==> src/source/csr_pkg.sv <==
// shared definitions of the machine-mode CSR file
// CSR numbers, field positions and widths, privilege and operation enums

package csr_pkg;

  ////////////////////////////////////////////////////////////////////////////
  // basic types

  typedef logic [31:0] csr_data_t;
  typedef logic [11:0] csr_addr_t;

  // only M and U are implemented
  typedef enum logic [1:0] {
    PRIV_LVL_U = 2'b00,
    PRIV_LVL_M = 2'b11
  } priv_lvl_e;

  typedef enum logic [1:0] {
    CSR_OP_READ  = 2'b00,
    CSR_OP_WRITE = 2'b01,
    CSR_OP_SET   = 2'b10,
    CSR_OP_CLEAR = 2'b11
  } csr_op_e;

  ////////////////////////////////////////////////////////////////////////////
  // CSR numbers

  // machine trap setup and handling
  localparam csr_addr_t CSR_MSTATUS  = 12'h300;
  localparam csr_addr_t CSR_MIE      = 12'h304;
  localparam csr_addr_t CSR_MTVEC    = 12'h305;
  localparam csr_addr_t CSR_MSCRATCH = 12'h340;
  localparam csr_addr_t CSR_MEPC     = 12'h341;
  localparam csr_addr_t CSR_MCAUSE   = 12'h342;
  localparam csr_addr_t CSR_MTVAL    = 12'h343;
  localparam csr_addr_t CSR_MIP      = 12'h344;

  // counters
  localparam csr_addr_t CSR_MCOUNTINHIBIT = 12'h320;
  localparam csr_addr_t CSR_MCYCLE        = 12'hB00;
  localparam csr_addr_t CSR_MINSTRET      = 12'hB02;
  localparam csr_addr_t CSR_MCYCLEH       = 12'hB80;
  localparam csr_addr_t CSR_MINSTRETH     = 12'hB82;

  // machine information, read-only
  localparam csr_addr_t CSR_MHARTID = 12'hF14;
  localparam csr_data_t HART_ID     = 32'h0000_0001;

  ////////////////////////////////////////////////////////////////////////////
  // field positions and widths

  localparam int MSTATUS_MIE_BIT  = 3;
  localparam int MSTATUS_MPIE_BIT = 7;
  localparam int MSTATUS_MPP_LO   = 11;
  localparam int MSTATUS_MPP_HI   = 12;

  // shared by mie and mip
  localparam int MIX_MSI_BIT = 3;
  localparam int MIX_MTI_BIT = 7;
  localparam int MIX_MEI_BIT = 11;

  // low mtvec bits that never hold base address
  localparam int MTVEC_ALIGN = 8;

  // interrupt flag plus 5-bit exception code
  localparam int CAUSE_W = 6;

  localparam int CNT_W = 64;

endpackage

==> src/source/csr_access.sv <==
// CSR access control
// read data merge, write data forming for write/set/clear,
// illegal access check and write strobe

`timescale 1ns/1ps

module csr_access (
  // request from the core
  input  logic                csr_access_i,
  input  logic                csr_op_en_i,
  input  csr_pkg::csr_addr_t  csr_addr_i,
  input  csr_pkg::csr_op_e    csr_op_i,
  input  csr_pkg::csr_data_t  csr_wdata_i,

  // current privilege
  input  csr_pkg::priv_lvl_e  priv_lvl_i,

  // read data and hits from the register blocks
  input  csr_pkg::csr_data_t  trap_rdata_i,
  input  logic                trap_hit_i,
  input  csr_pkg::csr_data_t  cnt_rdata_i,
  input  logic                cnt_hit_i,

  // response
  output csr_pkg::csr_data_t  csr_rdata_o,
  output logic                illegal_csr_insn_o,

  // write port to the register blocks
  output logic                csr_we_o,
  output csr_pkg::csr_data_t  csr_wdata_int_o
);

  import csr_pkg::*;

  csr_data_t rdata;
  logic      wreq;
  logic      illegal_addr;
  logic      illegal_priv;
  logic      illegal_write;

  // blocks drive zero when they do not hit, so an OR is enough
  assign rdata       = trap_rdata_i | cnt_rdata_i;
  assign csr_rdata_o = rdata;

  // read is the only op that leaves the register alone
  assign wreq = csr_op_en_i & (csr_op_i != CSR_OP_READ);

  ////////////////////////////////////////////////////////////////////////////
  // legality

  assign illegal_addr = ~(trap_hit_i | cnt_hit_i);

  // bits 9:8 hold the lowest privilege allowed to access
  assign illegal_priv = csr_addr_i[9:8] > 2'(priv_lvl_i);

  // bits 11:10 == 2'b11 marks read-only space
  // mip reflects the interrupt pins and has no storage
  assign illegal_write = wreq & ((csr_addr_i[11:10] == 2'b11) || (csr_addr_i == CSR_MIP));

  assign illegal_csr_insn_o = csr_access_i & (illegal_addr | illegal_priv | illegal_write);

  ////////////////////////////////////////////////////////////////////////////
  // write data

  always_comb begin
    case (csr_op_i)
      CSR_OP_WRITE: csr_wdata_int_o = csr_wdata_i;
      CSR_OP_SET:   csr_wdata_int_o = rdata | csr_wdata_i;
      CSR_OP_CLEAR: csr_wdata_int_o = rdata & ~csr_wdata_i;
      default:      csr_wdata_int_o = csr_wdata_i;
    endcase
  end

  // single-cycle strobe, only for legal enabled writes
  assign csr_we_o = csr_access_i & wreq & ~illegal_csr_insn_o;

endmodule

==> src/source/csr_counters.sv <==
// machine counters
// mcycle and minstret (64 bit each) with mcountinhibit

`timescale 1ns/1ps

module csr_counters (
  input  logic               clk_i,
  input  logic               rst_ni,

  input  csr_pkg::csr_addr_t csr_addr_i,
  input  logic               csr_we_i,
  input  csr_pkg::csr_data_t csr_wdata_i,
  output csr_pkg::csr_data_t rdata_o,
  output logic               hit_o,

  // one pulse per retired instruction
  input  logic               instr_ret_i
);

  import csr_pkg::*;

  logic [CNT_W-1:0] mcycle_q, minstret_q;
  // bit 0 mcycle, bit 2 minstret, bit 1 (time) stuck at 0
  logic [2:0]       mcountinhibit_q;
  logic             mcycle_we, mcycleh_we;
  logic             minstret_we, minstreth_we;
  logic             inhibit_we;

  // a write to either half replaces the increment of that cycle
  function automatic logic [CNT_W-1:0] cnt_next(input logic [CNT_W-1:0] q,
                                                input logic             inc,
                                                input logic             we_lo,
                                                input logic             we_hi,
                                                input csr_data_t        wdata);
    if (we_lo) begin
      return {q[CNT_W-1:32], wdata};
    end else if (we_hi) begin
      return {wdata, q[31:0]};
    end else if (inc) begin
      return q + 1'b1;
    end
    return q;
  endfunction

  ////////////////////////////////////////////////////////////////////////////
  // read and write decode

  always_comb begin
    rdata_o = '0;
    hit_o   = 1'b1;
    case (csr_addr_i)
      CSR_MCOUNTINHIBIT: rdata_o = {29'b0, mcountinhibit_q};
      CSR_MCYCLE:        rdata_o = mcycle_q[31:0];
      CSR_MCYCLEH:       rdata_o = mcycle_q[CNT_W-1:32];
      CSR_MINSTRET:      rdata_o = minstret_q[31:0];
      CSR_MINSTRETH:     rdata_o = minstret_q[CNT_W-1:32];
      default:           hit_o   = 1'b0;
    endcase
  end

  assign inhibit_we   = csr_we_i & (csr_addr_i == CSR_MCOUNTINHIBIT);
  assign mcycle_we    = csr_we_i & (csr_addr_i == CSR_MCYCLE);
  assign mcycleh_we   = csr_we_i & (csr_addr_i == CSR_MCYCLEH);
  assign minstret_we  = csr_we_i & (csr_addr_i == CSR_MINSTRET);
  assign minstreth_we = csr_we_i & (csr_addr_i == CSR_MINSTRETH);

  ////////////////////////////////////////////////////////////////////////////
  // registers

  always_ff @(posedge clk_i or negedge rst_ni) begin
    if (!rst_ni) begin
      mcountinhibit_q <= '0;
      mcycle_q        <= '0;
      minstret_q      <= '0;
    end else begin
      if (inhibit_we) begin
        mcountinhibit_q <= {csr_wdata_i[2], 1'b0, csr_wdata_i[0]};
      end
      mcycle_q   <= cnt_next(mcycle_q, ~mcountinhibit_q[0], mcycle_we, mcycleh_we,
                             csr_wdata_i);
      minstret_q <= cnt_next(minstret_q, instr_ret_i & ~mcountinhibit_q[2], minstret_we,
                             minstreth_we, csr_wdata_i);
    end
  end

endmodule

==> src/source/csr_file.sv <==
// machine-mode CSR file top level
// connects access control, trap registers and counters

`timescale 1ns/1ps

module csr_file (
  input  logic                        clk_i,
  input  logic                        rst_ni,

  // CSR access, answered in the same cycle
  input  logic                        csr_access_i,
  input  csr_pkg::csr_addr_t          csr_addr_i,
  input  csr_pkg::csr_op_e            csr_op_i,
  input  logic                        csr_op_en_i,
  input  csr_pkg::csr_data_t          csr_wdata_i,
  output csr_pkg::csr_data_t          csr_rdata_o,
  output logic                        illegal_csr_insn_o,

  // interrupts
  input  logic                        irq_software_i,
  input  logic                        irq_timer_i,
  input  logic                        irq_external_i,
  output logic                        irq_pending_o,
  output logic                        csr_mstatus_mie_o,

  // traps
  input  logic                        csr_save_cause_i,
  input  logic                        csr_restore_mret_i,
  input  csr_pkg::csr_data_t          csr_trap_pc_i,
  input  logic [csr_pkg::CAUSE_W-1:0] csr_mcause_i,
  input  csr_pkg::csr_data_t          csr_mtval_i,
  input  logic                        csr_mtvec_init_i,
  input  csr_pkg::csr_data_t          boot_addr_i,
  output csr_pkg::csr_data_t          csr_mtvec_o,
  output csr_pkg::csr_data_t          csr_mepc_o,
  output csr_pkg::priv_lvl_e          priv_mode_o,

  input  logic                        instr_ret_i
);

  import csr_pkg::*;

  csr_data_t trap_rdata;
  logic      trap_hit;
  csr_data_t cnt_rdata;
  logic      cnt_hit;
  logic      csr_we;
  csr_data_t csr_wdata_int;
  priv_lvl_e priv_lvl;

  csr_access u_csr_access (
    .csr_access_i       (csr_access_i),
    .csr_op_en_i        (csr_op_en_i),
    .csr_addr_i         (csr_addr_i),
    .csr_op_i           (csr_op_i),
    .csr_wdata_i        (csr_wdata_i),
    .priv_lvl_i         (priv_lvl),
    .trap_rdata_i       (trap_rdata),
    .trap_hit_i         (trap_hit),
    .cnt_rdata_i        (cnt_rdata),
    .cnt_hit_i          (cnt_hit),
    .csr_rdata_o        (csr_rdata_o),
    .illegal_csr_insn_o (illegal_csr_insn_o),
    .csr_we_o           (csr_we),
    .csr_wdata_int_o    (csr_wdata_int)
  );

  csr_trap_regs u_csr_trap_regs (
    .clk_i              (clk_i),
    .rst_ni             (rst_ni),
    .csr_addr_i         (csr_addr_i),
    .csr_we_i           (csr_we),
    .csr_wdata_i        (csr_wdata_int),
    .rdata_o            (trap_rdata),
    .hit_o              (trap_hit),
    .irq_software_i     (irq_software_i),
    .irq_timer_i        (irq_timer_i),
    .irq_external_i     (irq_external_i),
    .csr_save_cause_i   (csr_save_cause_i),
    .csr_restore_mret_i (csr_restore_mret_i),
    .csr_mtvec_init_i   (csr_mtvec_init_i),
    .csr_trap_pc_i      (csr_trap_pc_i),
    .csr_mcause_i       (csr_mcause_i),
    .csr_mtval_i        (csr_mtval_i),
    .boot_addr_i        (boot_addr_i),
    .priv_lvl_o         (priv_lvl),
    .csr_mepc_o         (csr_mepc_o),
    .csr_mtvec_o        (csr_mtvec_o),
    .csr_mstatus_mie_o  (csr_mstatus_mie_o),
    .irq_pending_o      (irq_pending_o)
  );

  csr_counters u_csr_counters (
    .clk_i       (clk_i),
    .rst_ni      (rst_ni),
    .csr_addr_i  (csr_addr_i),
    .csr_we_i    (csr_we),
    .csr_wdata_i (csr_wdata_int),
    .rdata_o     (cnt_rdata),
    .hit_o       (cnt_hit),
    .instr_ret_i (instr_ret_i)
  );

  assign priv_mode_o = priv_lvl;

endmodule

==> src/source/csr_trap_regs.sv <==
// machine trap registers and privilege level
// mstatus, mie, mip, mscratch, mepc, mcause, mtval, mtvec, mhartid,
// trap entry, MRET and interrupt qualification

`timescale 1ns/1ps

module csr_trap_regs (
  input  logic                       clk_i,
  input  logic                       rst_ni,

  // CSR port from the access block
  input  csr_pkg::csr_addr_t         csr_addr_i,
  input  logic                       csr_we_i,
  input  csr_pkg::csr_data_t         csr_wdata_i,
  output csr_pkg::csr_data_t         rdata_o,
  output logic                       hit_o,

  // interrupt pins
  input  logic                       irq_software_i,
  input  logic                       irq_timer_i,
  input  logic                       irq_external_i,

  // trap control
  input  logic                       csr_save_cause_i,
  input  logic                       csr_restore_mret_i,
  input  logic                       csr_mtvec_init_i,
  input  csr_pkg::csr_data_t         csr_trap_pc_i,
  input  logic [csr_pkg::CAUSE_W-1:0] csr_mcause_i,
  input  csr_pkg::csr_data_t         csr_mtval_i,
  input  csr_pkg::csr_data_t         boot_addr_i,

  output csr_pkg::priv_lvl_e         priv_lvl_o,
  output csr_pkg::csr_data_t         csr_mepc_o,
  output csr_pkg::csr_data_t         csr_mtvec_o,
  output logic                       csr_mstatus_mie_o,
  output logic                       irq_pending_o
);

  import csr_pkg::*;

  priv_lvl_e          priv_lvl_q, priv_lvl_d;
  logic               mstatus_mie_q, mstatus_mie_d;
  logic               mstatus_mpie_q, mstatus_mpie_d;
  priv_lvl_e          mstatus_mpp_q, mstatus_mpp_d;
  // index 0 software, 1 timer, 2 external
  logic [2:0]         mie_q, mie_d;
  logic [2:0]         mip;
  csr_data_t          mscratch_q, mscratch_d;
  csr_data_t          mepc_q, mepc_d;
  logic [CAUSE_W-1:0] mcause_q, mcause_d;
  csr_data_t          mtval_q, mtval_d;
  csr_data_t          mtvec_q, mtvec_d;
  logic [1:0]         wr_mpp;

  assign mip    = {irq_external_i, irq_timer_i, irq_software_i};
  assign wr_mpp = csr_wdata_i[MSTATUS_MPP_HI:MSTATUS_MPP_LO];

  ////////////////////////////////////////////////////////////////////////////
  // read decode

  always_comb begin
    rdata_o = '0;
    hit_o   = 1'b1;
    case (csr_addr_i)
      CSR_MSTATUS: begin
        rdata_o[MSTATUS_MIE_BIT]                = mstatus_mie_q;
        rdata_o[MSTATUS_MPIE_BIT]               = mstatus_mpie_q;
        rdata_o[MSTATUS_MPP_HI:MSTATUS_MPP_LO] = mstatus_mpp_q;
      end
      CSR_MIE: begin
        rdata_o[MIX_MSI_BIT] = mie_q[0];
        rdata_o[MIX_MTI_BIT] = mie_q[1];
        rdata_o[MIX_MEI_BIT] = mie_q[2];
      end
      CSR_MIP: begin
        rdata_o[MIX_MSI_BIT] = mip[0];
        rdata_o[MIX_MTI_BIT] = mip[1];
        rdata_o[MIX_MEI_BIT] = mip[2];
      end
      CSR_MSCRATCH: rdata_o = mscratch_q;
      CSR_MEPC:     rdata_o = mepc_q;
      CSR_MCAUSE:   rdata_o = {mcause_q[CAUSE_W-1], 26'b0, mcause_q[CAUSE_W-2:0]};
      CSR_MTVAL:    rdata_o = mtval_q;
      CSR_MTVEC:    rdata_o = mtvec_q;
      CSR_MHARTID:  rdata_o = HART_ID;
      default:      hit_o   = 1'b0;
    endcase
  end

  ////////////////////////////////////////////////////////////////////////////
  // next state with CSR write, then MRET, then trap entry on top

  always_comb begin
    priv_lvl_d     = priv_lvl_q;
    mstatus_mie_d  = mstatus_mie_q;
    mstatus_mpie_d = mstatus_mpie_q;
    mstatus_mpp_d  = mstatus_mpp_q;
    mie_d          = mie_q;
    mscratch_d     = mscratch_q;
    mepc_d         = mepc_q;
    mcause_d       = mcause_q;
    mtval_d        = mtval_q;
    mtvec_d        = mtvec_q;

    // vectored mode with base aligned to 256 bytes
    if (csr_mtvec_init_i) begin
      mtvec_d = {boot_addr_i[31:MTVEC_ALIGN], {(MTVEC_ALIGN-1){1'b0}}, 1'b1};
    end

    if (csr_we_i) begin
      case (csr_addr_i)
        CSR_MSTATUS: begin
          mstatus_mie_d  = csr_wdata_i[MSTATUS_MIE_BIT];
          mstatus_mpie_d = csr_wdata_i[MSTATUS_MPIE_BIT];
          // unsupported modes fall back to M
          mstatus_mpp_d  = (wr_mpp == PRIV_LVL_U) ? PRIV_LVL_U : PRIV_LVL_M;
        end
        CSR_MIE: begin
          mie_d = {csr_wdata_i[MIX_MEI_BIT], csr_wdata_i[MIX_MTI_BIT],
                   csr_wdata_i[MIX_MSI_BIT]};
        end
        CSR_MSCRATCH: mscratch_d = csr_wdata_i;
        CSR_MEPC:     mepc_d     = {csr_wdata_i[31:1], 1'b0};
        CSR_MCAUSE:   mcause_d   = {csr_wdata_i[31], csr_wdata_i[CAUSE_W-2:0]};
        CSR_MTVAL:    mtval_d    = csr_wdata_i;
        CSR_MTVEC: begin
          mtvec_d = {csr_wdata_i[31:MTVEC_ALIGN], {(MTVEC_ALIGN-1){1'b0}}, 1'b1};
        end
        default: ;
      endcase
    end

    if (csr_save_cause_i) begin
      // stack the interrupt enable and enter M
      mstatus_mpie_d = mstatus_mie_q;
      mstatus_mie_d  = 1'b0;
      mstatus_mpp_d  = priv_lvl_q;
      priv_lvl_d     = PRIV_LVL_M;
      mepc_d         = {csr_trap_pc_i[31:1], 1'b0};
      mcause_d       = csr_mcause_i;
      mtval_d        = csr_mtval_i;
    end else if (csr_restore_mret_i) begin
      priv_lvl_d     = mstatus_mpp_q;
      mstatus_mie_d  = mstatus_mpie_q;
      mstatus_mpie_d = 1'b1;
      mstatus_mpp_d  = PRIV_LVL_U;
    end
  end

  always_ff @(posedge clk_i or negedge rst_ni) begin
    if (!rst_ni) begin
      priv_lvl_q     <= PRIV_LVL_M;
      mstatus_mie_q  <= 1'b0;
      mstatus_mpie_q <= 1'b1;
      mstatus_mpp_q  <= PRIV_LVL_U;
      mie_q          <= '0;
      mscratch_q     <= '0;
      mepc_q         <= '0;
      mcause_q       <= '0;
      mtval_q        <= '0;
      mtvec_q        <= 32'h0000_0001;
    end else begin
      priv_lvl_q     <= priv_lvl_d;
      mstatus_mie_q  <= mstatus_mie_d;
      mstatus_mpie_q <= mstatus_mpie_d;
      mstatus_mpp_q  <= mstatus_mpp_d;
      mie_q          <= mie_d;
      mscratch_q     <= mscratch_d;
      mepc_q         <= mepc_d;
      mcause_q       <= mcause_d;
      mtval_q        <= mtval_d;
      mtvec_q        <= mtvec_d;
    end
  end

  assign priv_lvl_o        = priv_lvl_q;
  assign csr_mepc_o        = mepc_q;
  assign csr_mtvec_o       = mtvec_q;
  assign csr_mstatus_mie_o = mstatus_mie_q;

  // pins qualified by mie without a register in the path
  assign irq_pending_o = |(mip & mie_q);

endmodule

==> config.mk <==
export PLATFORM = sky130hd
export DESIGN_NAME = csr_file
export DESIGN_NICKNAME = d
export VERILOG_FILES = /design/src/source/csr_pkg.sv /design/src/source/csr_access.sv /design/src/source/csr_counters.sv /design/src/source/csr_file.sv /design/src/source/csr_trap_regs.sv
export SDC_FILE = /design/constraint.sdc
export NUM_CORES = 1
export LEC_CHECK = 0
export BUFFER_PORTS_ARGS = -buffer_cell sky130_fd_sc_hd__buf_2
export CORE_MARGIN = 1.5
export CORE_UTILIZATION = 25
export CTS_BUF_LIST = sky130_fd_sc_hd__clkbuf_8 sky130_fd_sc_hd__clkbuf_16
export CTS_CLUSTER_SIZE = 40
export DETAILED_ROUTE_END_ITERATION = 6
export PLACE_DENSITY_LB_ADDON = 0.12
export SLEW_MARGIN = 20
export SYNTH_ARGS = -nofsm -noshare
export SYNTH_HDL_FRONTEND = slang
export SYNTH_SLANG_ARGS = --single-unit
==> constraint.sdc <==
create_clock -name clk_i -period 3.9 [get_ports clk_i]
set_input_delay 0.195 -clock clk_i [delete_from_list [all_inputs] [get_ports clk_i]]
set_output_delay 0.195 -clock clk_i [all_outputs]
set_load 0.02 [all_outputs]
## Word-level counts from Yosys, hierarchy flattened

Index checks and enable logic that the tools add are counted.

- Register bits: 273
- Input port bits: 159

- Add/sub/neg operators: 2
- Order comparisons: 1
- Equal/unequal tests: 19
- Multiplexer cells: 51
- Bitwise logic cells: 24
- Reductions and logical operators: 23

Operator list:

| cell | number |
|---|---|
| $mux W32 | 11 |
| $mux W64 | 4 |
| $pmux W32 S5 | 1 |
| $add A64 B1 Y64 const B | 2 |
| $eq A12 B10 Y1 const B | 9 |
| $pmux W19 S5 | 1 |
| $or A32 B32 Y32 | 2 |
| $pmux W32 S2 | 1 |
| $eq A12 B12 Y1 const B | 5 |
| $and A32 B32 Y32 | 1 |
| $not A32 Y32 | 1 |
| $reduce_and A2 Y1 | 10 |
| $mux W6 | 3 |
| $pmux W3 S6 | 1 |
| $mux W1 | 16 |
| $pmux W3 S5 | 1 |
| $mux W2 | 7 |
| $pmux W1 S7 | 2 |
| $pmux W3 S4 | 1 |
| $reduce_bool A2 Y1 | 6 |
| $and A1 B1 Y1 | 11 |
| $reduce_or A9 Y1 | 1 |
| $pmux W1 S8 | 1 |
| $eq A2 B2 Y1 const B | 3 |
| other kinds (11) | 19 |

## Logic depth before layout (Yosys ltp)

- Depth after elaboration: 14
- Mapped depth: 12

## Modules after synthesis

From an unflattened synthesis, not the netlist that was laid out.

- Cells, all modules: 2011
- Area total of the unflattened synthesis: 17423.0 um^2

By module, submodules not included:

| module | instances | cells an instance | area an instance (um^2) |
|---|---|---|---|
| csr_counters | 1 | 1124 | 9024.9 |
| csr_trap_regs | 1 | 764 | 7642.3 |
| csr_access | 1 | 123 | 755.7 |

## Least setup slack after synthesis

OpenSTA, ideal clock, no wires.

- Kind: register -> register
- From: register u_csr_trap_regs.priv_lvl_q[1] (netlist: u_csr_trap_regs.priv_lvl_o[1])
- To: register u_csr_trap_regs.mtvec_q[21] (netlist: u_csr_trap_regs.csr_mtvec_o[21])
- Setup time: 0.149 ns
- Arrival time: 2.685 ns
- Path slack: 1.067 ns
- Cell stages (with the launch flop): 11
- Buffers on the path: 3
- Clock period less this slack: 2.833 ns
- Cells stage by stage: dfstp_2 > inv_1 > ha_1 > nor2b_1 > o21ai_0 > clkbuf_1 > nand3_1 > nor2_1 > clkbuf_1 > clkbuf_1 > a21oi_1

- Word-level cells in the longest chain between the ends: 7

RTL lines:

| item | RTL line | source |
|---|---|---|
| start, declared | csr_trap_regs.sv:41 | `priv_lvl_e priv_lvl_q, priv_lvl_d;` |
| start signal, assigned | csr_trap_regs.sv:163 | `priv_lvl_q <= priv_lvl_d;` |
| $gt A2 B2 Y1 | csr_access.sv:54 | `assign illegal_priv = csr_addr_i[9:8] > 2'(priv_lvl_i);` |
| $or A1 B1 Y1 (2 in a row) | csr_access.sv:60 | `assign illegal_csr_insn_o = csr_access_i & (illegal_addr \| illegal_priv \| illegal_write);` |
| $and A1 B1 Y1 | csr_access.sv:60 |  |
| $not A1 Y1 | csr_access.sv:75 | `assign csr_we_o = csr_access_i & wreq & ~illegal_csr_insn_o;` |
| $and A1 B1 Y1 | csr_access.sv:75 |  |
| $mux W32 | csr_trap_regs.sv:110 | `if (csr_we_i) begin` |
| via u_csr_trap_regs.mtvec_d[21] | csr_trap_regs.sv:52 | `csr_data_t mtvec_q, mtvec_d;` |
| end signal, assigned | csr_trap_regs.sv:172 | `mtvec_q <= mtvec_d;` |
| end, declared | csr_trap_regs.sv:52 |  |

The timed path passes the listed nets, and every way through them passes these cells.
A chain may end at the register's enable or synchronous reset.

## Final worst setup path

- From: register u_csr_trap_regs.priv_lvl_q[1] (netlist: u_csr_trap_regs.priv_lvl_o[1])
- To: register u_csr_trap_regs.mepc_q[28] (netlist: u_csr_trap_regs.csr_mepc_o[28])

- Word-level cells in the longest chain between the ends: 8

RTL lines:

| item | RTL line | source |
|---|---|---|
| $gt A2 B2 Y1 | csr_access.sv:54 |  |
| $or A1 B1 Y1 (2 in a row) | csr_access.sv:60 |  |
| $and A1 B1 Y1 | csr_access.sv:60 |  |
| $not A1 Y1 | csr_access.sv:75 |  |
| $and A1 B1 Y1 | csr_access.sv:75 |  |
| $reduce_bool A2 Y1 (no source line) | n/a |  |
| $reduce_and A2 Y1 (no source line) | n/a |  |
| end signal, assigned | csr_trap_regs.sv:169 | `mepc_q <= mepc_d;` |
| end, declared | csr_trap_regs.sv:49 | `csr_data_t mepc_q, mepc_d;` |

Every way passes these cells.

==> run_results.csv <==
group,metric,value,unit
run_status,status,"completed",
floorplanning,die_w,277,um
logic_synthesis,yosysSeqAreaShare,36.2,%
critical_path,rrSetupSlack,0.36,ns
critical_path,critPathCaptureType,"flop",
critical_path,criticalPathCategory,"reg2reg",
detailed_routing,routed_via_density,5.82,
cts,cts_buffers,38,
place,hpwl,82200,um
floorplanning,initial_core_util,25.3,%
timing,finalSetupViolCount,0,
logic_synthesis,ys_ff_latch,272,
logic_synthesis,synth_cells,2131,
critical_path,worstReg2RegStart,"u_csr_trap_regs.priv_lvl_o[1]",
floorplanning,core-area,0.0744,mm2
cts,clkSinkCount,272,
logic_synthesis,syn_area_per_cell,8.82,um2
logic_synthesis,yosysTopAreaCell,"dfrtp_1",
detailed_routing,vias,20300,
logic_synthesis,ys.flop_type,"dfrtp_1",
cts,cts_tree,"built",
global_route,antenna_found_initial,7,
critical_path,reg2regPathDepth,10,
logic_synthesis,ys_top_cells_by_count,"dfrtp_1, nand2_1, mux2i_1, nand3_1",
logic_synthesis,synth_top_cell_area_share,35.7,%
pwr,p_per_area,345,mW/mm2
timing,fin_crit_sh,90.7,%
floorplanning,ios,260,
pwr,p_leak,10.0,nW
timing,tns,0,ns
place,io_buffers,249,
timing,timing.fmax,0.283,GHz
place,gp_congestion,0.952,
global_route,grt_max_degree,90,
global_route,grt_util_all_layers,27.5,%
detailed_routing,drt_first_pass_iters,7,
timing,fin_skew,0.0302,ns
global_route,grt_pass1_vias,19900,
global_route,overflow,0,
cells_and_area,fin_nets,2655,
worst_hold_path,hold_path_class,"in2reg",
cts,clock_latency,0.58,ns
logic_synthesis,synthTopCellsByArea,"dfrtp_1, mux2i_1, nand2_1, nand3_1, o21ai_0",
global_route,grt_pass1_wl,153000,um
detailed_routing,drt-total-wl,108000,um
logic_synthesis,ys_types,108,
logic_synthesis,yosysMostFrequentCell,"dfrtp_1",
timing,rsz0062_at_grt,"no",
timing,report.final.slew_viol_count,0,
pwr,ir_worst_vdd,234,uV
logic_synthesis,syn_nets,2294,
timing,worst_pin_slew,1.16,ns
logic_synthesis,synthArstFlopShare,100,%
logic_synthesis,syn_area,0.0188,mm2
detailed_routing,drc,0,
floorplanning,die_h,277,um
flow_run,maxCapViolCount,0,
cts,cts.clk_slew.worst_paths,0.06,ns
timing,final_hold_viol_count,0,
cts,root_buffer,"clkbuf_16",
critical_path,r2r_end,"u_csr_trap_regs.csr_mepc_o[28]",
detailed_routing,drt_first_iter_violations,2210,
floorplanning,die_area,0.0768,mm2
critical_path,critPathLaunchType,"flop",
critical_path,worstPathMaxFanout,35,
timing,timing.hold.ws,0.0417,ns
cts,h-tree-depth,2,
cells_and_area,drive_above_1_share,21.5,%
critical_path,startpoint,"u_csr_trap_regs.priv_lvl_o[1]",
floorplanning,placementRows,100,
critical_path,arrival,3.99,ns
timing,relSlewSlack,22.5,%
timing,fin_crit,3.54,ns
detailed_routing,drtAntennaViolNets,0,
cts,clk_path_buf_depth,3,
logic_synthesis,yosysWarnings,0,
cts,post_cts_resized,0,
logic_synthesis,synth_edf_count,0,
critical_path,crit_required,4.35,ns
cells_and_area,area_growth,27.5,%
detailed_routing,wire_per_inst,31.0,um
critical_path,critPathCapture,"u_csr_trap_regs.csr_mepc_o[28]",
flip-flops by register name (all words and copies together), names as in the netlist:
register                           cells
u_csr_trap_regs.mstatus_mpie_q         1
u_csr_counters.mcycle_q               64
u_csr_trap_regs.mie_q                  3
u_csr_trap_regs.csr_mstatus_mie_o      1
u_csr_trap_regs.priv_lvl_o             2
u_csr_trap_regs.mscratch_q            32
u_csr_trap_regs.mstatus_mpp_q          2
u_csr_trap_regs.csr_mepc_o            31
u_csr_trap_regs.mcause_q               6
u_csr_counters.mcountinhibit_q         2
u_csr_trap_regs.csr_mtvec_o           32
u_csr_trap_regs.mtval_q               32
u_csr_counters.minstret_q             64
cells in the final DEF, fill, tap and decap left out, types with 18 or more instances in the layout:
master and count:
a31oi_1 22, nor2_1 81, o211ai_1 48, o21ai_0 94
nand2_1 220, nor4_1 70, a221oi_1 18, a22oi_1 35
o21a_1 31, nor3_1 51, a22o_1 37, or4_1 21
buf_4 150, dlygate4sd3_1 96, or3_1 18, mux2i_1 127
a211oi_1 43, xnor2_1 48, nand4_1 69, nor2b_1 18
a21oi_1 91, and4_1 34, clkbuf_16 39, dfrtp_1 268
inv_1 50, and3_1 30, and2_1 22, buf_2 246
nand3_1 115
worst min path at each step:
stage                               start                           endpoint  slack (ns)  cells past startpoint
after global placement             rst_ni      u_csr_counters.minstret_q[34]        0.29                      1
final                     csr_wdata_i[28]        u_csr_trap_regs.mtval_q[28]        0.04                      4
after detailed placement           rst_ni      u_csr_counters.minstret_q[34]        0.28                      1
after floorplan                    rst_ni  u_csr_counters.mcountinhibit_q[0]       -0.10                      0
after CTS                 csr_wdata_i[28]        u_csr_trap_regs.mtval_q[28]       0.002                      4
after global routing      csr_wdata_i[28]        u_csr_trap_regs.mtval_q[28]        0.05                      4
per-stage QoR:
stage               cell area [um2]  cells  power (mW)  util [%]  worst slack (ns)
CTS                           24000   3488        8.32      32.2             0.321
finish                        24000   3490        8.27      32.2             0.364
global placement              21800   3325        4.67      29.2             0.455
floorplan                     18800   2131        3.89         -              1.07
detailed placement            21800   3325        4.68      29.2             0.436
global route                  24000   3489        8.55      32.2             0.146
critical path, stage by stage, from the launching register on:
cell and delay, ns:
dfstp_2 0.54, inv_1 0.08, ha_1 0.28, nor2b_1 0.14, o21ai_0 0.26, nand3_1 0.53, nor3_4 0.28, buf_4 0.42
nand3_1 0.13, a22o_1 0.19, dlygate4sd3_1 0.55
metal layers:
layer / wire length [um] / track usage [%] / up-vias
met1: 47800 / 38.2 / 10300
li1: - / - / 8945
met3: 7950 / 4.62 / 155
met5: 0 / 0 / -
met2: 48600 / 43.3 / 928
met4: 3680 / 9.09 / 0
report_power, final:
| group | internal, mW | total, mW | switching, mW |
|---|---|---|---|
| Clock | 2.06 | 3.54 | 1.48 |
| Combinational | 0.528 | 1.44 | 0.907 |
| Sequential | 3.00 | 3.30 | 0.293 |
logic make-up after synthesis:
| logic type | share of synthesized area (%) |
|---|---|
| DFF | 36.2 |
| buffers and inverters | 5.42 |
| other | 0.0199 |
| muxes | 8.02 |
| adders and majority gates | 0.266 |
| xor gates and xnor gates | 2.61 |
| and+or+nand+nor | 24.9 |
| AOI/OAI and AO/OA | 22.5 |
layout make-up:
| cell class | count | area, um2 |
|---|---|---|
| clock inverters | 19 | 130 |
| flip-flops and latches | 272 | 6810 |
| clock buffers | 48 | 1100 |
| well taps | 969 | 1210 |
| fillers | 7874 | 50500 |
| inverters | 45 | 169 |
| repair buffers | 501 | 3490 |
| diodes | 2 | 5.00 |
| multi-input cells | 1634 | 11000 |
repair_timing:
| action | 4_1_cts | 5_1_grt |
|---|---|---|
| hold buffers | 96 | 0 |
| hold endpoints to repair | 179 | 0 |
| buffers inserted | 0 | 0 |
No activity file was read; power rests on OpenSTA's default activity.
